**src/logic/boot_config.svh**
```systemverilog
`ifndef BOOT_CONFIG_SVH
`define BOOT_CONFIG_SVH

////////////////////////////////////////
// SPI timing
////////////////////////////////////////

// System clocks per SPI half period, 25 MHz / 4 gives 6.25 MHz SCLK
`define BOOT_SPI_DIV 2

// SPI clocks with CS high before CMD0
`define BOOT_DUMMY_CLKS 80

////////////////////////////////////////
// SD image layout
////////////////////////////////////////

`define BOOT_BLOCK_BYTES 512  // Fixed SD block length
`define BOOT_IMG_BLOCKS 2048  // 1 MB per set, start block = set * this

////////////////////////////////////////
// FPGA configuration
////////////////////////////////////////

`define BOOT_PROG_CYCLES 50   // Program pulse, 2 us at 25 MHz

`endif

```
**src/logic/boot_pkg.sv**
```systemverilog
package boot_pkg;

   ////////////////////////////////////////
   // Width types
   ////////////////////////////////////////

   typedef logic [7:0]  byte_t;      // One SPI or config byte
   typedef logic [3:0]  set_sel_t;   // Image set number, 16 sets
   typedef logic [31:0] blk_addr_t;  // SD block address for CMD17

   ////////////////////////////////////////
   // Read controller states
   ////////////////////////////////////////

   typedef enum logic [2:0] {
      rd_dummy,       // 80 clocks, CS high
      rd_cmd0,        // GO_IDLE_STATE frame
      rd_cmd17,       // READ_SINGLE_BLOCK frame
      rd_wait_r1,     // Poll for R1
      rd_wait_token,  // Poll for FE start token
      rd_data,        // Block payload
      rd_crc,         // Two CRC bytes, discarded
      rd_idle         // Card released
   } rd_state_t;

   // SD SPI pins as seen by one port
   typedef struct packed {
      logic sclk;  // Toward card
      logic cs_n;  // Toward card
      logic mosi;  // Toward card
      logic miso;  // From card
   } sd_bus_t;

endpackage

```
**src/logic/spi_shifter.sv**
```systemverilog
`include "boot_config.svh"

module spi_shifter
   import boot_pkg::*;
(
   input  logic    clk_i,
   input  logic    reset_i,
   input  logic    start_i,    // One-cycle launch
   input  byte_t   tx_byte_i,
   input  logic    cs_n_i,     // Chip select level from the owner
   output byte_t   rx_byte_o,
   output logic    done_o,     // One-cycle, rx_byte_o valid
   output logic    busy_o,
   output sd_bus_t bus_o,
   input  logic    miso_i
);

   localparam int div_w = ($clog2(`BOOT_SPI_DIV) > 0) ? $clog2(`BOOT_SPI_DIV) : 1;

   logic [div_w-1:0] div_cnt;   // Clocks inside one half period
   logic [3:0]       half_cnt;  // 16 half periods per byte
   logic             sclk_q;
   byte_t            tx_sh;     // MSB drives mosi
   byte_t            rx_sh;
   logic             half_tick;
   logic             rise_tick;

   assign half_tick = (div_cnt == div_w'(`BOOT_SPI_DIV - 1));
   assign rise_tick = busy_o && half_tick && !half_cnt[0];  // SCLK about to go high

   always_ff @(posedge clk_i) begin
      if (reset_i) begin
         busy_o   <= 1'b0;
         done_o   <= 1'b0;
         sclk_q   <= 1'b0;      // Mode 0 idles low
         div_cnt  <= '0;
         half_cnt <= '0;
         tx_sh    <= 8'hff;     // Mosi high between bytes
      end else begin
         done_o <= 1'b0;
         if (!busy_o) begin
            if (start_i) begin
               busy_o   <= 1'b1;
               tx_sh    <= tx_byte_i;
               div_cnt  <= '0;
               half_cnt <= '0;
            end
         end else if (half_tick) begin
            div_cnt  <= '0;
            half_cnt <= half_cnt + 4'd1;
            sclk_q   <= ~sclk_q;
            if (half_cnt[0]) begin
               tx_sh <= {tx_sh[6:0], 1'b1};  // Falling edge, next bit out
               if (half_cnt == 4'd15) begin
                  busy_o <= 1'b0;
                  done_o <= 1'b1;
               end
            end
         end else begin
            div_cnt <= div_cnt + 1'b1;
         end
      end
   end

   // Sample miso as SCLK rises
   always_ff @(posedge clk_i) begin
      if (rise_tick) begin
         rx_sh <= {rx_sh[6:0], miso_i};
      end
   end

   assign rx_byte_o    = rx_sh;
   assign bus_o.sclk   = sclk_q;
   assign bus_o.cs_n   = cs_n_i;
   assign bus_o.mosi   = tx_sh[7];
   assign bus_o.miso   = miso_i;  // Echo of the card line

   // Owner must wait for done before the next launch
   a_no_start_busy : assert property (@(posedge clk_i) disable iff (reset_i)
      busy_o |-> !start_i)
      else $error("spi_shifter: start while busy");

endmodule

```
**src/logic/sd_read_ctrl.sv**
```systemverilog
`include "boot_config.svh"

module sd_read_ctrl
   import boot_pkg::*;
(
   input  logic     clk_i,
   input  logic     reset_i,
   input  logic     enable_i,      // Loader saw init
   input  set_sel_t set_sel_i,
   input  logic     cfg_done_i,
   input  logic     sink_ready_i,  // Loader serializer empty
   output byte_t    byte_o,
   output logic     byte_valid_o,
   output logic     detached_o,
   output sd_bus_t  bus_o,
   input  logic     miso_i
);

   localparam int cnt_w       = $clog2(`BOOT_BLOCK_BYTES) + 1;
   localparam int dummy_bytes = `BOOT_DUMMY_CLKS / 8;

   rd_state_t        state;
   logic [cnt_w-1:0] cnt;        // Bytes within the current phase
   blk_addr_t        blk_addr;
   blk_addr_t        start_blk;
   logic             in_cmd17;   // Which command the R1 belongs to
   logic             launch;
   logic             blk_end;
   logic             cs_n;
   byte_t            tx_byte;
   byte_t            rx_byte;
   logic             spi_done;
   logic             spi_busy;
   logic [5:0][7:0]  cmd_frame;  // Byte 5 goes first

   assign start_blk = blk_addr_t'(set_sel_i) * blk_addr_t'(`BOOT_IMG_BLOCKS);
   assign cs_n      = (state == rd_dummy) || (state == rd_idle);
   assign blk_end   = spi_done && (state == rd_crc) && (cnt == cnt_w'(1));

   // CMD0 carries its real CRC and CMD17 only the stop bit
   assign cmd_frame = (state == rd_cmd17) ? {8'h51, blk_addr, 8'h01}
                                          : {8'h40, 32'h0, 8'h95};

   always_comb begin
      tx_byte = 8'hff;  // Dummy and polling filler
      if ((state == rd_cmd0) || (state == rd_cmd17)) begin
         tx_byte = cmd_frame[3'd5 - cnt[2:0]];
      end
   end

   // One byte at a time and only while the loader can take data
   assign launch = enable_i && !spi_busy && !spi_done && !byte_valid_o && sink_ready_i
                   && !cfg_done_i && (state != rd_idle);

   spi_shifter u_shifter (
      .clk_i     (clk_i),
      .reset_i   (reset_i),
      .start_i   (launch),
      .tx_byte_i (tx_byte),
      .cs_n_i    (cs_n),
      .rx_byte_o (rx_byte),
      .done_o    (spi_done),
      .busy_o    (spi_busy),
      .bus_o     (bus_o),
      .miso_i    (miso_i)
   );

   ////////////////////////////////////////
   // Read sequence
   ////////////////////////////////////////

   always_ff @(posedge clk_i) begin
      if (reset_i || !enable_i) begin
         state        <= rd_dummy;
         cnt          <= '0;
         in_cmd17     <= 1'b0;
         byte_valid_o <= 1'b0;
         detached_o   <= 1'b0;
      end else begin
         byte_valid_o <= 1'b0;
         detached_o   <= (state == rd_idle);  // One cycle behind idle
         if (spi_done) begin
            cnt <= cnt + 1'b1;
            unique case (state)
               rd_dummy: if (cnt == cnt_w'(dummy_bytes - 1)) begin
                  state <= rd_cmd0;
                  cnt   <= '0;
               end
               rd_cmd0, rd_cmd17: if (cnt == cnt_w'(5)) begin
                  state <= rd_wait_r1;
                  cnt   <= '0;
               end
               rd_wait_r1: begin
                  cnt <= '0;
                  if (in_cmd17 && (rx_byte == 8'h00)) begin
                     state <= rd_wait_token;
                  end else if (!in_cmd17 && (rx_byte == 8'h01)) begin
                     state    <= rd_cmd17;  // Card idle so reading starts
                     in_cmd17 <= 1'b1;
                  end else if (rx_byte != 8'hff) begin
                     state <= in_cmd17 ? rd_cmd17 : rd_cmd0;  // Retry on error
                  end
               end
               rd_wait_token: begin
                  cnt <= '0;
                  if (rx_byte == 8'hfe) state <= rd_data;
               end
               rd_data: begin
                  byte_valid_o <= !cfg_done_i;
                  if (cnt == cnt_w'(`BOOT_BLOCK_BYTES - 1)) begin
                     state <= rd_crc;
                     cnt   <= '0;
                  end
               end
               rd_crc: if (blk_end) begin
                  state <= rd_cmd17;  // Next block
                  cnt   <= '0;
               end
               default: ;  // Idle holds
            endcase
         end
         if (cfg_done_i && !spi_busy) state <= rd_idle;  // Byte in flight finishes first
      end
   end

   always_ff @(posedge clk_i) begin
      if (!enable_i) begin
         blk_addr <= start_blk;
      end else if (blk_end) begin
         blk_addr <= blk_addr + 1'b1;
      end
      if (spi_done) byte_o <= rx_byte;
   end

   // Payload bytes only, each one into an empty serializer
   a_valid_in_data : assert property (@(posedge clk_i) disable iff (reset_i)
      byte_valid_o |-> ($past(state) == rd_data) && sink_ready_i)
      else $error("sd_read_ctrl: byte_valid_o outside data phase or into a busy loader");

endmodule

```
**src/logic/cfg_loader.sv**
```systemverilog
`include "boot_config.svh"

module cfg_loader
   import boot_pkg::*;
(
   input  logic  clk_i,
   input  logic  reset_i,
   input  byte_t byte_i,
   input  logic  byte_valid_i,
   output logic  ready_o,        // Serializer empty
   input  logic  cfg_init_n_i,
   output logic  config_n_o,     // FPGA program line
   output logic  cfg_clk_o,
   output logic  cfg_dat_o,
   output logic  read_enable_o   // Lets the SD reader run
);

   localparam int prog_w = $clog2(`BOOT_PROG_CYCLES + 1);

   logic [prog_w-1:0] prog_cnt;
   byte_t             ser_sh;    // MSB on cfg_dat_o
   logic [2:0]        bit_cnt;
   logic              ser_busy;
   logic              accept;

   ////////////////////////////////////////
   // Program pulse and init wait
   ////////////////////////////////////////

   always_ff @(posedge clk_i) begin
      if (reset_i) begin
         config_n_o    <= 1'b0;   // Pulse starts with reset
         prog_cnt      <= '0;
         read_enable_o <= 1'b0;
      end else if (!config_n_o) begin
         prog_cnt <= prog_cnt + 1'b1;
         if (prog_cnt == prog_w'(`BOOT_PROG_CYCLES - 1)) config_n_o <= 1'b1;
      end else if (cfg_init_n_i) begin
         read_enable_o <= 1'b1;   // FPGA cleared its memory
      end
   end

   ////////////////////////////////////////
   // Bit serializer, two cycles per bit
   ////////////////////////////////////////

   assign accept  = byte_valid_i && !ser_busy;
   assign ready_o = !ser_busy;

   always_ff @(posedge clk_i) begin
      if (reset_i) begin
         ser_busy  <= 1'b0;
         cfg_clk_o <= 1'b0;
         bit_cnt   <= '0;
      end else if (!ser_busy) begin
         if (accept) begin
            ser_busy <= 1'b1;
            bit_cnt  <= '0;
         end
      end else if (!cfg_clk_o) begin
         cfg_clk_o <= 1'b1;       // Data settled a cycle ago
      end else begin
         cfg_clk_o <= 1'b0;
         bit_cnt   <= bit_cnt + 3'd1;
         if (bit_cnt == 3'd7) ser_busy <= 1'b0;
      end
   end

   always_ff @(posedge clk_i) begin
      if (accept) begin
         ser_sh <= byte_i;
      end else if (ser_busy && cfg_clk_o) begin
         ser_sh <= {ser_sh[6:0], 1'b0};  // Shift after the high phase
      end
   end

   assign cfg_dat_o = ser_sh[7];

   // No config clocks during the program pulse
   a_no_cclk_in_prog : assert property (@(posedge clk_i) disable iff (reset_i)
      !config_n_o |-> $stable(cfg_clk_o))
      else $error("cfg_loader: cfg_clk_o moved while config_n_o low");

endmodule

```
**src/logic/sd_bus_arbiter.sv**
```systemverilog
module sd_bus_arbiter
   import boot_pkg::*;
(
   input  logic    clk_i,
   input  logic    reset_i,
   input  logic    takeover_i,   // FPGA request for the card
   input  logic    detached_i,   // Boot engine released the card
   input  sd_bus_t boot_bus_i,
   input  sd_bus_t fpga_bus_i,
   output sd_bus_t sd_bus_o,     // Pin side
   input  logic    miso_i,
   output logic    granted_o
);

   // Grant is sticky until reset
   always_ff @(posedge clk_i) begin
      if (reset_i) begin
         granted_o <= 1'b0;
      end else if (takeover_i && detached_i) begin
         granted_o <= 1'b1;
      end
   end

   ////////////////////////////////////////
   // Pin mux
   ////////////////////////////////////////

   always_comb begin
      sd_bus_o      = granted_o ? fpga_bus_i : boot_bus_i;
      sd_bus_o.miso = miso_i;   // Card output reaches both peers
   end

   // Boot engine must be off the pins before the FPGA gets them
   a_grant_after_detach : assert property (@(posedge clk_i) disable iff (reset_i)
      granted_o |-> detached_i)
      else $error("sd_bus_arbiter: grant without detached");

endmodule

```
**src/logic/boot_cpld.sv**
```systemverilog
module boot_cpld
   import boot_pkg::*;
(
   input  logic     clk_i,          // 25 MHz board clock
   input  logic     reset_i,
   input  set_sel_t set_sel_i,

   // SD card, SPI mode
   output logic     sd_sclk_o,
   output logic     sd_cs_n_o,
   output logic     sd_mosi_o,
   input  logic     sd_miso_i,

   // FPGA serial configuration
   input  logic     cfg_init_n_i,
   input  logic     cfg_done_i,
   output logic     config_n_o,
   output logic     cfg_clk_o,
   output logic     cfg_dat_o,

   // FPGA access to the card after boot
   output logic     detached_o,
   input  logic     takeover_i,
   input  logic     fpga_sclk_i,
   input  logic     fpga_cs_n_i,
   input  logic     fpga_mosi_i,
   output logic     fpga_miso_o
);

   sd_bus_t boot_bus;
   sd_bus_t fpga_bus;
   sd_bus_t pin_bus;
   byte_t   ld_byte;    // Reader to loader stream
   logic    ld_valid;
   logic    ld_ready;
   logic    rd_enable;

   assign fpga_bus = '{sclk: fpga_sclk_i, cs_n: fpga_cs_n_i, mosi: fpga_mosi_i,
                       miso: sd_miso_i};

   ////////////////////////////////////////
   // Boot engine and loader
   ////////////////////////////////////////

   sd_read_ctrl u_read (
      .clk_i        (clk_i),
      .reset_i      (reset_i),
      .enable_i     (rd_enable),
      .set_sel_i    (set_sel_i),
      .cfg_done_i   (cfg_done_i),
      .sink_ready_i (ld_ready),
      .byte_o       (ld_byte),
      .byte_valid_o (ld_valid),
      .detached_o   (detached_o),
      .bus_o        (boot_bus),
      .miso_i       (pin_bus.miso)
   );

   cfg_loader u_loader (
      .clk_i         (clk_i),
      .reset_i       (reset_i),
      .byte_i        (ld_byte),
      .byte_valid_i  (ld_valid),
      .ready_o       (ld_ready),
      .cfg_init_n_i  (cfg_init_n_i),
      .config_n_o    (config_n_o),
      .cfg_clk_o     (cfg_clk_o),
      .cfg_dat_o     (cfg_dat_o),
      .read_enable_o (rd_enable)
   );

   sd_bus_arbiter u_arb (
      .clk_i      (clk_i),
      .reset_i    (reset_i),
      .takeover_i (takeover_i),
      .detached_i (detached_o),
      .boot_bus_i (boot_bus),
      .fpga_bus_i (fpga_bus),
      .sd_bus_o   (pin_bus),
      .miso_i     (sd_miso_i),
      .granted_o  ()            // Pins already show the owner
   );

   assign sd_sclk_o   = pin_bus.sclk;
   assign sd_cs_n_o   = pin_bus.cs_n;
   assign sd_mosi_o   = pin_bus.mosi;
   assign fpga_miso_o = pin_bus.miso;

endmodule

```
**config.mk**
```make
export PLATFORM = sky130hd
export DESIGN_NAME = boot_cpld
export DESIGN_NICKNAME = d
export VERILOG_FILES = /design/src/logic/boot_pkg.sv /design/src/logic/spi_shifter.sv /design/src/logic/sd_read_ctrl.sv /design/src/logic/cfg_loader.sv /design/src/logic/sd_bus_arbiter.sv /design/src/logic/boot_cpld.sv
export VERILOG_INCLUDE_DIRS = /design/src /design/src/logic
export SDC_FILE = /design/constraint.sdc
export NUM_CORES = 1
export LEC_CHECK = 0
export BUFFER_PORTS_ARGS = -buffer_cell sky130_fd_sc_hd__buf_2
export CAP_MARGIN = 20
export CORE_MARGIN = 1
export CORE_UTILIZATION = 50
export CTS_BUF_LIST = sky130_fd_sc_hd__clkbuf_4 sky130_fd_sc_hd__clkbuf_8 sky130_fd_sc_hd__clkbuf_16
export DETAILED_ROUTE_END_ITERATION = 7
export PLACE_DENSITY_LB_ADDON = 0.1
export REMOVE_ABC_BUFFERS = 1
export SLEW_MARGIN = 15
export SYNTH_ARGS = -nofsm -noshare
export SYNTH_HDL_FRONTEND = slang
export SYNTH_SLANG_ARGS = --single-unit
```
**constraint.sdc**
```tcl
create_clock -name clk_i -period 2.55 [get_ports clk_i]
set_clock_uncertainty 0.05 [all_clocks]
set_input_delay 0.51 -clock clk_i [delete_from_list [all_inputs] [get_ports clk_i]]
set_output_delay 0.51 -clock clk_i [all_outputs]
set_load 0.01 [all_outputs]
```
==> metrics.yaml, run 1 <==
clk_latency_ns: 0.39
netlist_instances: 525
cts_tree: "built"
place_hpwl_mm: 7.07
final.setup.worst_slack_ns: 0.294
ir_drop_uv: 366
r2r_setup_slack_ns: 0.33
path_max_fanout: 11
ys_ff_latch: 102
async_reset_ff_frac: 0
cp-endpoint: "sd_cs_n_o"
ant_nets: 0
grt_pass1_vias: 3345
grt_pass1_wl_mm: 16.2
synth_edf_count: 28
grt.overflow.total: 0
drc: 0
die_area_um2: 10400
drt_first_pass_iters: 4
insertedDiodeCount: 0
cts_setup_buffers: 0
tns_ns: 0
syn_to_final_growth_pct: 8.74
power.density_nw_per_um2: 496
post-route-util: 0.557
die_h_um: 102
whs_path_depth: 1
slew_viol_final: 0
yosysWarnings: 0
cellLeakagePower_nw: 1.92
initial_core_util: 0.512
drt_wl_total_mm: 9.68
clockBufferDepth: 2
clock-root-buffer: "clkbuf_8"
fmax_mhz: 443
ys.flop_type: "dfxtp_1"
cp-end-kind: "output pin"
r2r_cells: 7
antenna_found_initial: 0
grt_max_degree: 39
dpl_worst_slack_ns: 0.205
htreeDepth: 3
drive_above_1_share: 0.128
max_slew_margin: 0.626
rows: 36
clk_pin_slew_ns: 0.09
worst-endpoint-arrival_ns: 1.70
syn_avg_cell_area_um2: 9.49
min_path_type: "primary input to flip-flop"
vias_per_cell: 5.42
fin_crit_ns: 2.26
timing.hold.ws_ns: 0.265
routedWlPerCell_um: 14.2
status: "completed"
final_nets: 565
routabilityCongestion: 0.893
top_level_ports: 21
finalSetupViolCount: 0
port_buffers: 20
critPathLaunchType: "flip-flop"
cts_buffers: 9
die_w_um: 102
core_area_um2: 9730
rsz0062_at_grt: "false"
finalCritPeriodShare: 0.885
synth-seq-area-share: 0.466
drt_iter0_markers: 185
cts_sinks: 102
track_usage: 0.206
finalHoldViolations: 0
ys_types: 62
syn_area_um2: 4980
crit_type: "flip-flop to output pin"
cap_violations: 0
vias: 3694
worstMarginPinSlew_ns: 0.561
rr_endpoint: "u_read.blk_addr[24]"
regToRegStartpoint: "u_read.cnt[0]"
setup.worst_path.start: "u_read.state[0]"
crit_required_ns: 1.99
[power breakdown]
part / switching [W] / total (W) / internal, W
Combinational: 0.0000212 / 0.0000393 / 0.0000181
Clock: 0.000581 / 0.000977 / 0.000396
Sequential: 0.00000895 / 0.00167 / 0.00166
[critical path, cell delays in order (launching register included)]
cell     delay [ns]
dfxtp_1        0.43
or3_1          0.44
a21oi_1        0.23
a21o_1         0.10
buf_2          0.12
[cell families (layout without fill, tap and decap cells)]
kind of cell               after synthesis  after routing  share of synthesized area
AOI/OAI and AO/OA                       84             84                      0.109
muxes                                   18             18                     0.0387
DFF                                    102            102                      0.466
and+or+nand+nor                        223            223                      0.245
buffers and inverters                   42             65                     0.0354
xor gates and xnor gates                47             47                     0.0826
adders and majority gates                9              9                     0.0226
[metal layers]
layer	part of all wire	GRT usage	vias to the layer above
met3	0.036	0.0663	10
met2	0.46	0.316	52
met5	0	0	-
met1	0.49	0.276	1742
li1	-	-	1890
met4	0.014	0.0637	0
[what timing repair did]
action                     4_1_cts  5_1_grt
hold buffers                     0        0
setup endpoints to repair        0        1
resized for setup                0        1
[layout make-up]
type | instances | area (µm²)
fillers | 912 | 4310
multi-input cells | 381 | 2490
flip-flops and latches | 102 | 2320
repair buffers | 32 | 190
well taps | 133 | 166
clock buffers | 10 | 138
inverters | 17 | 63.8
clock inverters | 6 | 50.0
[metrics by stage]
stage          cell area (µm²)  instances  power [W]
2_1_floorplan             4870        500    0.00172
3_3_place_gp              5230        665    0.00175
3_5_place_dp              5230        665    0.00175
4_1_cts                   5410        681    0.00273
5_1_grt                   5420        681    0.00280
6_report                  5420        681    0.00269
[cell usage in the layout (no fill, tap or decap), drive strengths merged, types with 15 or more instances in the layout]
cell type  count
dfxtp         74
nor2          53
nand2         38
buf           32
a21oi         30
edfxtp        28
and2          26
xnor2         25
nand3         23
xor2          22
inv           21
nor2b         19
nand4         15
[cell usage after synthesis, drive strengths merged (13+ instances only)]
master  instances  area share
dfxtp          74        0.30
nor2           53       0.040
nand2          38       0.029
a21oi          30       0.030
edfxtp         28        0.17
and2           26       0.033
xnor2          25       0.044
nand3          23       0.026
xor2           22       0.039
nor2b          19       0.024
inv            17       0.013
clkbuf         16       0.012
nand4          15       0.021
o21ai          13       0.013
[flip-flops by register name, indices dropped and copies added (netlist names), 3 cells and up]
register,cells
u_loader.bit_cnt,3
u_loader.prog_cnt,6
u_loader.ser_sh,8
u_read.blk_addr,32
u_read.byte_o,8
u_read.cnt,10
u_read.state,3
u_read.u_shifter.half_cnt,4
u_read.u_shifter.rx_byte_o,8
u_read.u_shifter.tx_sh,8
[how the worst min path moves through the flow]
stage / start / slack (ns) / to
finish: sd_miso_i / 0.27 / u_read.u_shifter.rx_byte_o[0]
CTS: sd_miso_i / 0.24 / u_read.u_shifter.rx_byte_o[0]
floorplan: u_read.u_shifter.tx_sh[7] / 0.38 / u_read.u_shifter.tx_sh[7]
detailed placement: u_read.u_shifter.tx_sh[0] / 0.40 / u_read.u_shifter.tx_sh[0]
global placement: u_read.u_shifter.tx_sh[0] / 0.39 / u_read.u_shifter.tx_sh[0]
global route: sd_miso_i / 0.25 / u_read.u_shifter.rx_byte_o[0]
Note: power is estimated with default switching activity, not from simulation.
==> run 2: changes to the inputs <==
--- a/config.mk
+++ b/config.mk
@@ -17,4 +17,5 @@
 export SLEW_MARGIN = 15
 export SYNTH_ARGS = -nofsm -noshare
 export SYNTH_HDL_FRONTEND = slang
+export SYNTH_HIERARCHICAL = 1
 export SYNTH_SLANG_ARGS = --single-unit
==> run 2 against run 1 <==
Effect of this change:
- sequential share of layout area decreased by 1.5 points
- non-clock buffer count up 1
- final cell count up 3.2%
- critical path depth increased by 4
- clock power up 6%
- global-route usage down 0.13 points
- fmax fell by 4.6%
- critical endpoint is now u_read/state[1]
- largest cell class unchanged
- largest power group unchanged
- highest routed layer unchanged
==> metrics.yaml, run 2 <==
cts_setup_buffers: 0  # unchanged
antenna_found_initial: 0  # unchanged
top_level_ports: 21  # unchanged
clk_latency_ns: 0.38  # about the same
grt_pass1_vias: 3497  # +4.5%
fin_cells: 703  # +3.2%
finalSetupViolCount: 0  # unchanged
clock-root-buffer: "clkbuf_8"
core_area_um2: 10200  # +5.2%
slew_viol_final: 0  # unchanged
syn_area_um2: 5240  # +5.2%
power.density_nw_per_um2: 489  # -1.3%
place_hpwl_mm: 7.39  # +4.4%
crit_chain: "buf_4, ha_1, and3_1, a41oi_1, a21oi_1, and4_1, o211ai_1, a311o_1"
met1_usage: 0.272  # -0.00414
slowest_stage: "a311o_1"
rsz0062_at_grt: "false"
cap_violations: 0  # unchanged
worstMarginPinSlew_ns: 0.724  # +0.163 ns
combPwrFrac: 0.015  # about the same
cp_num_buf_inv: 1  # unchanged
port_buffers: 20  # unchanged
post-route-util: 0.549  # -0.00762
track_usage: 0.204  # -0.00130
syn_avg_cell_area_um2: 9.53  # +0.44%
dp_cells: 687  # +3.3%
r2r_setup_slack_ns: 0.19  # -0.14 ns
min_from: "sd_miso_i"
drt_first_pass_iters: 4  # unchanged
grt_max_degree: 41  # +5.1%
cts_hold_buf: 0  # unchanged
grt.overflow.total: 0  # unchanged
fill_cells: 944  # +3.5%
status: "completed"
cts_tree: "built"
crit_type: "flip-flop to flip-flop"
routabilityCongestion: 0.879  # -1.6%
p_sw_w: 0.000589  # -3.6%
worstHoldEndpoint: "u_read/u_shifter/rx_byte_o[0]"
syn_to_final_growth_pct: 7.18
globalRouteMet3Util: 0.0533  # -0.0131
min_path_type: "primary input to flip-flop"
whs_path_depth: 1  # unchanged
cp-end-kind: "flip-flop"
tns_ns: 0  # unchanged
rr_endpoint: "u_read/state[1]"
crit_family: "compound AO/OA/AOI/OAI gates"
drive_above_1_share: 0.139  # +0.0116
seqPwrFrac: 0.608  # -0.014
rows: 37  # +2.8%
initial_core_util: 0.512  # about the same
vias: 3855  # +4.4%
power_w: 0.00275  # +2.4%
routedWlPerCell_um: 14.8  # +4.2%
power.share.clock: 0.377  # +0.013
max_stage_delay_ns: 0.37  # -0.07 ns
largestRegisters: "u_read/blk_addr (32), u_read/cnt (10)"
ir_drop_uv: 514  # +41%
fmax_mhz: 423  # -4.6%
final_nets: 584  # +3.4%
regToRegStartpoint: "u_read/cnt[1]"
worst-endpoint-arrival_ns: 2.58  # +0.88 ns
dpl_worst_slack_ns: 0.223  # +0.0180 ns
finalHoldViolations: 0  # unchanged
grt_pass1_wl_mm: 17.7  # +9.0%
ant_nets: 0  # unchanged
swShare: 0.214  # -0.0132
yosysWarnings: 6  # +6
fin_crit_ns: 2.36  # +0.108 ns
grt_use_met2: 0.323  # +0.00660
die_w_um: 104  # +2.5%
drt_iter0_markers: 157  # -15%
top_register: "u_read/blk_addr"
most-common-layout-cells: "dfxtp_1 (74), nor2_1 (43), nand2_1 (43)"
r2r_cells: 8  # +1
die_area_um2: 10900  # +5.1%
vias_per_cell: 5.48  # +1.1%
cts_sinks: 102  # unchanged
drc: 0  # unchanged
drt_wl_total_mm: 10.4  # +7.5%
path_max_fanout: 21  # +10
max_slew_margin: 0.516  # -0.110
cts_buffers: 9  # unchanged
top_usage_layer: "met2"
postCtsResizedCells: 0  # unchanged
die_h_um: 104  # +2.5%
clk_pin_slew_ns: 0.09  # about the same
internal_power_w: 0.00216  # +4.1%
largest_register_ffs: 32  # unchanged
critPathLaunchType: "flip-flop"
cellLeakagePower_nw: 1.99  # +3.4%
htreeDepth: 3  # unchanged
final.setup.worst_slack_ns: 0.186  # -0.108 ns
crit_required_ns: 2.77  # +0.78 ns
final_common_cell: "dfxtp_1"
insertedDiodeCount: 0  # unchanged
finalCritPeriodShare: 0.927  # +0.0425
netlist_instances: 550  # +4.8%
clockBufferDepth: 2  # unchanged
run 2: power groups by stage:
stage               clock (W)  sequential (W)  combinational [W]
floorplan                   0         0.00171          0.0000179
detailed placement          0         0.00171          0.0000417
global route          0.00114         0.00167          0.0000474
CTS                   0.00108         0.00167          0.0000418
global placement            0         0.00171          0.0000406
finish                0.00104         0.00167          0.0000415
run 2: worst max path at each step:
stage / cells past startpoint / to / start
3_5_place_dp: 8 / u_read/state[1] / u_read/cnt[1]
6_report: 8 / u_read/state[1] / u_read/cnt[1]
3_3_place_gp: 6 / u_read/cnt[5] / u_read/cnt[8]
4_1_cts: 8 / u_read/state[1] / u_read/cnt[1]
5_1_grt: 6 / u_read/cnt[4] / u_read/cnt[7]
2_1_floorplan: 7 / u_read/blk_addr[17] / u_read/cnt[0]
run 2: cell type report:
type                       count  area, µm²  share of cell area
inverter                      14       52.6             0.00935
sequential                   102       2320               0.413
multi-input combinational    402       2680               0.477
clock inverter                 5       57.6              0.0102
timing repair buffer          33        198              0.0352
tap                          136        170              0.0303
clock buffer                  11        139              0.0247
run 2: per-layer routing:
layer / up-vias / part of all wire
met5: - / 0
met1: 1805 / 0.49
li1: 1982 / -
met4: 0 / 0.014
met2: 56 / 0.47
met3: 12 / 0.031
run 2: through the flow:
stage / area [µm²] / hold slack [ns]
floorplan: 5050 / 0.399
global placement: 5420 / 0.419
detailed placement: 5420 / 0.426
CTS: 5620 / 0.255
global route: 5620 / 0.254
finish: 5620 / 0.273
